$ cat src/rtl/switch_pkg.sv
package switch_pkg;

    // word and header field widths
    localparam int DATA_W = 16;
    localparam int PORT_W = 4;
    localparam int PRIO_W = 3;
    localparam int PRIOS  = 8;
    localparam int ADDR_W = 8;

    typedef logic [DATA_W-1:0] data_t;
    typedef logic [ADDR_W-1:0] addr_t;

    // one word from ingress into the shared buffer
    typedef struct packed {
        logic              vld;
        data_t             data;
        logic              first;
        logic              last;
        logic [PORT_W-1:0] port;
        logic [PRIO_W-1:0] prio;
    } wr_word_t;

    // single-cycle dequeue strobe from egress
    typedef struct packed {
        logic              vld;
        logic [PORT_W-1:0] port;
        logic [PRIO_W-1:0] prio;
    } deq_req_t;

    // one word streamed from the buffer towards egress
    typedef struct packed {
        logic  vld;
        data_t data;
        logic  last;
    } rd_word_t;

endpackage

$ cat src/rtl/buffer_manager.sv
module buffer_manager
    import switch_pkg::*;
#(
    parameter int PORTS   = 4,
    parameter int DEPTH   = 64,
    parameter int MAX_PKT = 16
) (
    input  logic                   clk,
    input  logic                   rst_n,
    input  wr_word_t               wr_word,
    input  deq_req_t               deq_req,
    output rd_word_t               rd_word,
    output logic [PORTS*PRIOS-1:0] nonempty,
    output logic                   full
);

    localparam int AW = $clog2(DEPTH);
    localparam int QN = PORTS * PRIOS;
    localparam int QW = $clog2(QN);

    // word storage, last flag on top of the data
    logic [DATA_W:0] data_mem [DEPTH];
    addr_t           link_mem [DEPTH];

    // free address ring
    addr_t         free_fifo [DEPTH];
    logic [AW-1:0] fl_rd;
    logic [AW-1:0] fl_wr;
    logic [AW:0]   free_cnt;
    logic [AW:0]   free_cnt_nxt;

    // packet being written
    addr_t wr_addr;
    addr_t prev_addr;
    addr_t pkt_head;

    // deferred append of a finished packet
    logic          enq_vld;
    logic [QW-1:0] enq_q;
    addr_t         enq_head;
    addr_t         enq_tail;

    // queue table
    addr_t       q_head [QN];
    addr_t       q_tail [QN];
    logic [AW:0] q_cnt  [QN];

    // read stream
    logic          rd_act;
    addr_t         rd_addr;
    logic [QW-1:0] rd_q;
    logic [QW-1:0] deq_q;
    logic          rd_end;
    logic          same_q;

    function automatic logic [AW-1:0] ptr_inc(input logic [AW-1:0] p);
        return (p == AW'(DEPTH - 1)) ? '0 : p + 1'b1;
    endfunction

    function automatic logic [QW-1:0] q_idx(input logic [PORT_W-1:0] port,
                                            input logic [PRIO_W-1:0] prio);
        return QW'(int'(port) * PRIOS + int'(prio));
    endfunction

    assign wr_addr      = free_fifo[fl_rd];
    assign deq_q        = q_idx(deq_req.port, deq_req.prio);
    assign rd_end       = rd_act && data_mem[rd_addr[AW-1:0]][DATA_W];
    assign same_q       = enq_vld && rd_end && (enq_q == rd_q);
    assign free_cnt_nxt = free_cnt - (AW+1)'(wr_word.vld) + (AW+1)'(rd_act);

    always_ff @(posedge clk) begin
        if (wr_word.vld) begin
            data_mem[wr_addr[AW-1:0]] <= {wr_word.last, wr_word.data};
        end
        // an append always lands before the next packet's second word
        if (enq_vld && q_cnt[enq_q] != '0) begin
            link_mem[q_tail[enq_q][AW-1:0]] <= enq_head;
        end else if (wr_word.vld && !wr_word.first) begin
            link_mem[prev_addr[AW-1:0]] <= wr_addr;
        end
    end

    always_ff @(posedge clk) begin
        if (wr_word.vld) begin
            prev_addr <= wr_addr;
        end
        if (wr_word.vld && wr_word.first) begin
            pkt_head <= wr_addr;
        end
        // a packet has at least two words, so the head is latched by its last word
        enq_head <= pkt_head;
        enq_tail <= wr_addr;
        enq_q    <= q_idx(wr_word.port, wr_word.prio);
        if (!rst_n) begin
            enq_vld <= 1'b0;
        end else begin
            enq_vld <= wr_word.vld && wr_word.last;
        end
    end

    always_ff @(posedge clk) begin
        if (!rst_n) begin
            for (int i = 0; i < DEPTH; i++) begin
                free_fifo[i] <= addr_t'(i);
            end
            fl_rd    <= '0;
            fl_wr    <= '0;
            free_cnt <= (AW+1)'(DEPTH);
            full     <= 1'b0;
        end else begin
            if (wr_word.vld) begin
                fl_rd <= ptr_inc(fl_rd);
            end
            // every word read goes back to the ring
            if (rd_act) begin
                free_fifo[fl_wr] <= rd_addr;
                fl_wr            <= ptr_inc(fl_wr);
            end
            free_cnt <= free_cnt_nxt;
            full     <= free_cnt_nxt < (AW+1)'(MAX_PKT);
        end
    end

    always_ff @(posedge clk) begin
        if (rd_end) begin
            q_head[rd_q] <= link_mem[rd_addr[AW-1:0]];
        end
        if (enq_vld) begin
            q_tail[enq_q] <= enq_tail;
            // last packet leaving as a new one arrives, so its link is not there yet
            if (q_cnt[enq_q] == '0 || (same_q && q_cnt[enq_q] == 1)) begin
                q_head[enq_q] <= enq_head;
            end
        end
        if (!rst_n) begin
            for (int q = 0; q < QN; q++) begin
                q_cnt[q] <= '0;
            end
        end else begin
            if (rd_end && !same_q) begin
                q_cnt[rd_q] <= q_cnt[rd_q] - 1'b1;
            end
            if (enq_vld && !same_q) begin
                q_cnt[enq_q] <= q_cnt[enq_q] + 1'b1;
            end
        end
    end

    always_comb begin
        for (int q = 0; q < QN; q++) begin
            nonempty[q] = q_cnt[q] != '0;
        end
    end

    always_ff @(posedge clk) begin
        {rd_word.last, rd_word.data} <= data_mem[rd_addr[AW-1:0]];
        if (deq_req.vld) begin
            rd_addr <= q_head[deq_q];
            rd_q    <= deq_q;
        end else if (rd_act) begin
            rd_addr <= link_mem[rd_addr[AW-1:0]];
        end
        if (!rst_n) begin
            rd_act      <= 1'b0;
            rd_word.vld <= 1'b0;
        end else begin
            rd_word.vld <= rd_act;
            if (deq_req.vld) begin
                rd_act <= 1'b1;
            end else if (rd_end) begin
                rd_act <= 1'b0;
            end
        end
    end

endmodule

$ cat src/rtl/egress_result.sv
module egress_result
    import switch_pkg::*;
#(
    parameter int PORTS = 4
) (
    input  logic                   clk,
    input  logic                   rst_n,
    input  logic [PORTS-1:0]       ready,
    input  logic [PORTS*PRIOS-1:0] nonempty,
    input  rd_word_t               rd_word,
    output deq_req_t               deq_req,
    output logic [PORTS-1:0]       rd_sop,
    output logic [PORTS-1:0]       rd_vld,
    output logic [PORTS-1:0]       rd_eop,
    output data_t [PORTS-1:0]      rd_data
);

    logic [PORTS-1:0]  pending;
    logic [PORTS-1:0]  cand;
    logic [PORTS-1:0]  sel_mask;
    logic              busy;
    // last served port, also the round-robin pointer
    logic [PORT_W-1:0] cur_port;
    logic              sel_vld;
    logic [PORT_W-1:0] sel_port;
    logic [PRIO_W-1:0] sel_prio;
    logic              issue;

    always_comb begin
        for (int p = 0; p < PORTS; p++) begin
            cand[p] = pending[p] && (nonempty[p*PRIOS +: PRIOS] != '0);
        end
    end

    // first candidate after the last served port
    always_comb begin
        int p;
        sel_vld  = 1'b0;
        sel_port = '0;
        for (int i = 1; i <= PORTS; i++) begin
            p = int'(cur_port) + i;
            if (p >= PORTS) begin
                p = p - PORTS;
            end
            if (!sel_vld && cand[p]) begin
                sel_vld  = 1'b1;
                sel_port = PORT_W'(p);
            end
        end
    end

    // strict priority, highest nonempty queue wins
    always_comb begin
        sel_prio = '0;
        for (int k = 0; k < PRIOS; k++) begin
            if (nonempty[int'(sel_port) * PRIOS + k]) begin
                sel_prio = PRIO_W'(k);
            end
        end
    end

    assign issue    = !busy && sel_vld;
    assign sel_mask = issue ? (PORTS'(1) << sel_port) : '0;

    always_ff @(posedge clk) begin
        deq_req.port <= sel_port;
        deq_req.prio <= sel_prio;
        if (!rst_n) begin
            pending     <= '0;
            busy        <= 1'b0;
            cur_port    <= PORT_W'(PORTS - 1);
            rd_sop      <= '0;
            deq_req.vld <= 1'b0;
        end else begin
            // a ready in the serving cycle stays pending for the next packet
            pending     <= (pending & ~sel_mask) | ready;
            rd_sop      <= sel_mask;
            deq_req.vld <= issue;
            if (issue) begin
                busy     <= 1'b1;
                cur_port <= sel_port;
            end else if (rd_word.vld && rd_word.last) begin
                busy <= 1'b0;
            end
        end
    end

    // stream goes to the served port only
    always_comb begin
        for (int p = 0; p < PORTS; p++) begin
            rd_vld[p]  = rd_word.vld && (cur_port == PORT_W'(p));
            rd_eop[p]  = rd_word.vld && rd_word.last && (cur_port == PORT_W'(p));
            rd_data[p] = (cur_port == PORT_W'(p)) ? rd_word.data : '0;
        end
    end

endmodule

$ cat src/rtl/ingress_decode.sv
module ingress_decode
    import switch_pkg::*;
#(
    parameter int PORTS = 4
) (
    input  logic               clk,
    input  logic               rst_n,
    input  logic [PORTS-1:0]   wr_sop,
    input  logic [PORTS-1:0]   wr_vld,
    input  logic [PORTS-1:0]   wr_eop,
    input  data_t [PORTS-1:0]  wr_data,
    input  logic               full,
    output logic [PORTS-1:0]   pause,
    output wr_word_t           wr_word
);

    localparam int PW = (PORTS > 1) ? $clog2(PORTS) : 1;

    // port currently offered the write slot
    logic [PW-1:0]     ptr;
    logic [PW-1:0]     ptr_nxt;
    logic              recv;
    logic              start;
    logic              take;
    logic [PORT_W-1:0] hdr_port;
    logic [PRIO_W-1:0] hdr_prio;

    assign ptr_nxt = (ptr == PW'(PORTS - 1)) ? '0 : ptr + 1'b1;

    // sop only counts on the port whose pause bit is low
    assign start = !pause[ptr] && wr_sop[ptr] && wr_vld[ptr];
    assign take  = (start || recv) && wr_vld[ptr];

    always_ff @(posedge clk) begin
        if (!rst_n) begin
            ptr   <= '0;
            pause <= '1;
            recv  <= 1'b0;
        end else begin
            if (take) begin
                recv <= !wr_eop[ptr];
            end
            // slot stays locked until the eop word has left wr_word,
            // so full is up to date when the next slot opens
            if (start || recv || wr_word.vld || full) begin
                pause <= '1;
            end else begin
                ptr   <= ptr_nxt;
                pause <= ~(PORTS'(1) << ptr_nxt);
            end
        end
    end

    always_ff @(posedge clk) begin
        if (start) begin
            hdr_port <= wr_data[ptr][PORT_W-1:0];
            hdr_prio <= wr_data[ptr][PORT_W +: PRIO_W];
        end
        wr_word.data  <= wr_data[ptr];
        wr_word.first <= start;
        wr_word.last  <= wr_eop[ptr];
        // header word carries its own fields, the rest repeat the latched ones
        wr_word.port  <= start ? wr_data[ptr][PORT_W-1:0] : hdr_port;
        wr_word.prio  <= start ? wr_data[ptr][PORT_W +: PRIO_W] : hdr_prio;
        if (!rst_n) begin
            wr_word.vld <= 1'b0;
        end else begin
            wr_word.vld <= take;
        end
    end

endmodule

$ cat src/rtl/packet_switch.sv
module packet_switch
    import switch_pkg::*;
#(
    parameter int PORTS   = 4,
    parameter int DEPTH   = 64,
    parameter int MAX_PKT = 16
) (
    input  logic              clk,
    input  logic              rst_n,
    input  logic [PORTS-1:0]  wr_sop,
    input  logic [PORTS-1:0]  wr_eop,
    input  logic [PORTS-1:0]  wr_vld,
    input  data_t [PORTS-1:0] wr_data,
    output logic [PORTS-1:0]  pause,
    output logic              full,
    input  logic [PORTS-1:0]  ready,
    output logic [PORTS-1:0]  rd_sop,
    output logic [PORTS-1:0]  rd_vld,
    output logic [PORTS-1:0]  rd_eop,
    output data_t [PORTS-1:0] rd_data
);

    wr_word_t               wr_word;
    deq_req_t               deq_req;
    rd_word_t               rd_word;
    logic [PORTS*PRIOS-1:0] nonempty;

    // decode: write grant and header fields
    ingress_decode #(
        .PORTS(PORTS)
    ) ingress_decode_i (
        .clk(clk),
        .rst_n(rst_n),
        .wr_sop(wr_sop),
        .wr_vld(wr_vld),
        .wr_eop(wr_eop),
        .wr_data(wr_data),
        .full(full),
        .pause(pause),
        .wr_word(wr_word)
    );

    // execute: shared buffer and queues
    buffer_manager #(
        .PORTS(PORTS),
        .DEPTH(DEPTH),
        .MAX_PKT(MAX_PKT)
    ) buffer_manager_i (
        .clk(clk),
        .rst_n(rst_n),
        .wr_word(wr_word),
        .deq_req(deq_req),
        .rd_word(rd_word),
        .nonempty(nonempty),
        .full(full)
    );

    // result: output arbitration and framing
    egress_result #(
        .PORTS(PORTS)
    ) egress_result_i (
        .clk(clk),
        .rst_n(rst_n),
        .ready(ready),
        .nonempty(nonempty),
        .rd_word(rd_word),
        .deq_req(deq_req),
        .rd_sop(rd_sop),
        .rd_vld(rd_vld),
        .rd_eop(rd_eop),
        .rd_data(rd_data)
    );

endmodule

$ cat config.mk
export PLATFORM = sky130hd
export DESIGN_NAME = packet_switch
export DESIGN_NICKNAME = d
export VERILOG_FILES = /design/src/rtl/switch_pkg.sv /design/src/rtl/buffer_manager.sv /design/src/rtl/egress_result.sv /design/src/rtl/ingress_decode.sv /design/src/rtl/packet_switch.sv
export SDC_FILE = /design/constraint.sdc
export NUM_CORES = 2
export LEC_CHECK = 0
export BUFFER_PORTS_ARGS = -buffer_cell sky130_fd_sc_hd__buf_2
export CORE_MARGIN = 4
export CORE_UTILIZATION = 60
export DETAILED_ROUTE_END_ITERATION = 10
export PLACE_DENSITY = 0.83
export SYNTH_ARGS = -nofsm -noshare
export SYNTH_HDL_FRONTEND = slang
export SYNTH_SLANG_ARGS = --single-unit
export TNS_END_PERCENT = 50
$ cat constraint.sdc
create_clock -name clk -period 9.9 [get_ports clk]
set_input_delay 1.98 -clock clk [delete_from_list [all_inputs] [get_ports clk]]
set_output_delay 1.98 -clock clk [all_outputs]
set_load 0.02 [all_outputs]
# [Word-level counts from Yosys, hierarchy flattened]
# Memories as Yosys holds them, arrays and structs flattened. A register that Yosys moved wholly into a read port is not among the register bits.
# Cells that the tools add are included.
[totals] reg_bits=138 ram_bits=2848 input_bits=82 out_inout_bits=81 elab_cells=305 n_memories=6
[memory_table] name="buffer_manager_i.data_mem" words=64 width=17 rd=1 rd_ports_with_merged_regs=1 write_ports=1 line_no="buffer_manager.sv:22" text="logic [DATA_W:0] data_mem [DEPTH];"
[memory_table] name="buffer_manager_i.free_fifo" words=64 width=8 rd=1 rd_ports_with_merged_regs=1 write_ports=64 line_no="buffer_manager.sv:26" text="addr_t free_fifo [DEPTH];"
[memory_table] name="buffer_manager_i.link_mem" words=64 width=8 rd=1 rd_ports_with_merged_regs=1 write_ports=1 line_no="buffer_manager.sv:23" text="addr_t link_mem [DEPTH];"
[memory_table] name="buffer_manager_i.q_head" words=32 width=8 rd=1 rd_ports_with_merged_regs=0 write_ports=2 line_no="buffer_manager.sv:44" text="addr_t q_head [QN];"
[memory_table] name="buffer_manager_i.q_tail" words=32 width=8 rd=1 rd_ports_with_merged_regs=1 write_ports=1 line_no="buffer_manager.sv:45" text="addr_t q_tail [QN];"
[memory_table] name="buffer_manager_i.q_cnt" words=32 width=7 rd=34 rd_ports_with_merged_regs=2 write_ports=32 line_no="buffer_manager.sv:46" text="logic [AW:0] q_cnt [QN];"
[op_classes] addsub=24 magnitude_cmp=17 eq_ne=8 shifts=2 mux=118 n_bitwise=5 n_reduce_logical=91
[ops] cell="$reduce_bool 7->1" count=33
[ops] cell="$lt 32x7->1 const B" count=7
[ops] cell="$ge 32x4->1 const B" count=4
[ops] cell="$lt 32x4->1 const B" count=4
[ops] cell="$mux 32" count=4
[ops] cell="$sub 32x4->32 const B" count=4
[ops] cell="$mux 16" count=5
[ops] cell="$mux 1" count=64
[ops] cell="$mux 6" count=8
[ops] cell="$bmux 1 s5" count=7
[ops] cell="$add 7x3->8 const B" count=4
[ops] cell="$bmux 16 s2" count=1
[ops] cell="$mux 8" count=4
[ops] cell="$reduce_bool 8->1" count=4
[ops] cell="$logic_and 1x1->1" count=30
[ops] cell="$mux 4" count=5
[ops] cell="$add 7x2->8 const B" count=2
[ops] cell="$bmux 1 s2" count=8
[ops] cell="$reduce_or 8->1" count=2
[ops] cell="$mux 5" count=3
[ops] cell="$mux 7" count=2
[ops] cell="$reduce_or 7->1" count=2
[ops] cell="$add 6x1->6 const B" count=2
[ops] cell="$eq 6x6->1 const B" count=2
[ops] cell="other kinds (32)" count=54

# [Logic depth before layout (Yosys ltp)]
# An unclocked memory read counts as a cell.
[depth] depth_word=27 depth_mapped=19 ltp_nobuf=15

# [Cells and area by module]
# A second synthesis with hierarchy kept.
[unflattened] cells_unflattened=6288 hier_area_um2=112708.1
[modules_own_cells] mod="buffer_manager" n_inst=1 cells_each=5887 area_per_inst_um2=108896.9 seq_area_each_um2=76163.0
[modules_own_cells] mod="egress_result" n_inst=1 cells_each=316 area_per_inst_um2=2426.1 seq_area_each_um2=420.4
[modules_own_cells] mod="ingress_decode" n_inst=1 cells_each=85 area_per_inst_um2=1385.1 seq_area_each_um2=730.7

# [Worst setup path before layout]
# OpenSTA, ideal clock, no wires.
[synth_timing] kind="flip-flop to flip-flop" from="reg, netlist name buffer_manager_i.enq_q[0]" to="mem buffer_manager_i.link_mem[14][0] in the netlist's numbering (enable)" setup_time_ps=350 arrival_time_ps=4425 required_time_ps=9550 slack_ps=5125 stages_incl_launch_ff=19 path_cell_list="dfxtp_1 > buf_4 > buf_4 > buf_4 > buf_2 > buf_2 > mux4_2 > a22oi_1 > nand4_1 > inv_1 > ha_1 > inv_1 > o21a_1 > nor3b_2 > buf_4 > mux2_1 > nor2_1 > nand3_1 > nor2_1"
[synth_rtl] element="end: declaration" line_no="buffer_manager.sv:23"

==> metrics <==
ranking of synthesized cells by area edfxtp_1 (67%), mux4_2 (17%), dfxtp_1 (2.1%); cell count after synthesis 5974; flops & latches, synth 2611; clock period minus final worst setup slack 6.445 ns; Worst Skew 0.08617 ns; part of the Yosys area used for sequential elements 69.27%; fmax 155.2 MHz; die width 439.0 um; Starting Density 60.63%; H-Tree Level Count 4; EDFF count, synth 2492; largest net degree at the start of global routing 147; ys flop type edfxtp_1; slack of the worst reg-to-reg path 3.45 ns; Final setup viols 0; dpl ws 3.670 ns; Slew headroom 4.690%; crit path from buffer_manager_i.enq_q[0]; CTS Hold Buffers Added 0; RSZ-0062 raised after global routing false; CP Buf/Inv Count 2; Ports 163; total global routing overflow 0; DR WL/cell 36.01 um; Critical Path AT 6.94 ns; CTS tree yes; clk buf depth 3; CP Cell Sequence buf_4 > mux4_2 > a22oi_1 > nand4_1 > nor4_1 > nand2b_1 > o21a_1 > nor3b_2 > buf_4 > mux2_1 > nor2_1 > nand3_1 > nor2_1; std cell rows 157; initial antenna violation count 19; total track usage 32.88%; Ys Warns 0; layout cells sized above 1 28.37%; most common cell in the netlist edfxtp_1; Mapped Area 0.1115 mm2; crit start category flop; fin crit share 65.10%; Synth area leader edfxtp_1; worst-path fanout max 48; vias per cell 7.328; final hold slack 0.2980 ns; router iterations before antenna repair 9; first-pass GRT wire length 457800 um; cts repair resizes 0; initial DRC count 11040; I/O Buffers 162; Worst-Skew Late Latency 0.94 ns; status completed; DRC 0; Largest delay share family, worst path simple AND/OR/NAND/NOR gates; Worst Setup End Kind flop; Synth cell types 70; nets@finish 6163; Worst-Margin Slew 1.428 ns; post-synthesis average cell area 18.66 um2; Hold Vio Cnt, Final 0; Lkg Pwr 39.23 nW; net count after synthesis 6091; Final WS setup 3.455 ns; CTS Buf Count 239; hpwl dp 175000 um; Via Count 64030; slowest cell on the critical path dfxtp_4; Area Growth Syn to Fin 10.34%; setup tns final 0 ns; Slew Limit Fails 0; Clock Sinks 2611; number of global-route vias before repair 63600; post-synth top area share 67.13%; Crit Path Category flop to flop; Post-Layout Cell Count 8737; # Max-Cap Violations 0; number of fillers in the final layout 10950; Worst-path clk slew 0.07 ns; post-route ant nets 0; Tot Pwr 33.63 mW; HP Class flop to flop; DIE AREA 0.1927 mm2; PwrDens 273.5 mW/mm2; ys async rst share 0%; Root Buffer clkbuf_16; core area 0.1839 mm2; Worst Path Required 10.39 ns; VDD IR max 0.2532 mV; Die Y 439.0 um; Post-CTS Setup Inserts 0; final WL 314600 um; Post-synth top cells edfxtp_1 (2492), mux4_2 (863), clkbuf_1 (360), nand2_1 (241), nor2_1 (239); placed cells 8268; slowest cell delay on critical path 0.98 ns; Routability Congestion 0.9948; Reg2Reg Launch Point buffer_manager_i.enq_q[0]; hold_sp buffer_manager_i.pkt_head[2]
## logic make-up (layout without fill, tap and decap cells)
kind of cell             after synthesis  in the layout  synth area share (%)
multiplexers                        1116           1116                 19.96
AND/OR/NAND/NOR                     1161           1161                 5.466
other                                  0             13                     0
buffers and inverters                545            831                 1.949
AO/OA/AOI/OAI                        473            473                 2.695
XOR/XNOR                              33             33                0.2593
flip-flops                          2611           2611                 69.27
adder cells (fa/ha/maj)               35             35                0.3996
## report_power, final
part	switching (mW)	total, mW	internal, mW	leakage, nW
Clock	4.38	9.63	5.24	3.87
Sequential	1.02	14.4	13.4	23.5
Combinational	5.69	9.61	3.92	11.8
## placed cells by master, fill, tap and decap left out, drive strengths merged, types with 28 or more instances in the layout
cell,n
or3,94
nand2,273
or2,28
nand4,32
clkbuf,291
mux2,220
o21ai,96
nand3,53
inv,81
o22ai,229
mux2i,33
nor2,240
buf,302
and2,62
a22oi,51
ha,34
and3,130
clkinv,111
dfxtp,119
o211ai,33
nor3,123
mux4,863
edfxtp,2492
nor4,42
## path summary, 6_finish.rpt
path         depth (start not counted)                                to
max                                 13  buffer_manager_i.link_mem[62][2]
min                                  0      buffer_manager_i.enq_head[2]
min reg2reg                          0      buffer_manager_i.enq_head[2]
max reg2reg                         13  buffer_manager_i.link_mem[62][2]
## registers in the layout (all words and copies together) (netlist names), 5 cells and up, named ones only
| signal | cells |
|---|---|
| buffer_manager_i.q_tail | 192 |
| buffer_manager_i.data_mem | 1088 |
| buffer_manager_i.enq_q | 5 |
| egress_result_i.deq_req | 6 |
| buffer_manager_i.enq_tail | 6 |
| buffer_manager_i.fl_rd | 6 |
| buffer_manager_i.link_mem | 384 |
| buffer_manager_i.prev_addr | 6 |
| ingress_decode_i.wr_word | 24 |
| buffer_manager_i.rd_word | 18 |
| buffer_manager_i.q_cnt | 224 |
| buffer_manager_i.free_fifo | 384 |
| buffer_manager_i.pkt_head | 6 |
| buffer_manager_i.rd_addr | 6 |
| buffer_manager_i.rd_q | 5 |
| buffer_manager_i.fl_wr | 6 |
| buffer_manager_i.free_cnt | 7 |
| buffer_manager_i.q_head | 192 |
| buffer_manager_i.enq_head | 6 |
## routing by layer
layer / wire (um) / share of wire (%) / track usage, %
met5: 84 / 0.027 / 0
met4: 20620 / 6.6 / 16.84
met3: 38910 / 12 / 7.225
met2: 153600 / 49 / 52.86
met1: 101400 / 32 / 42.84
## final cells by class
cell class | count | area [um2] | area share [%]
Clock buffer | 291 | 6277 | 5.104
Inverter | 74 | 277.8 | 0.2258
Timing Repair Buffer | 302 | 1939 | 1.577
Multi-Input combinational cell | 2818 | 32380 | 26.33
Tap cell | 2464 | 3083 | 2.507
Sequential cell | 2611 | 77280 | 62.83
Antenna cell | 13 | 32.53 | 0.02645
Clock inverter | 164 | 1723 | 1.401
## metrics by stage
stage	util, %	area (um2)
after floorplan	-	111500
after global routing	66.88	123000
after CTS	66.86	122900
final	66.89	123000
after global placement	62.51	114900
after detailed placement	62.51	114900
(Power assumes the default switching activity.)
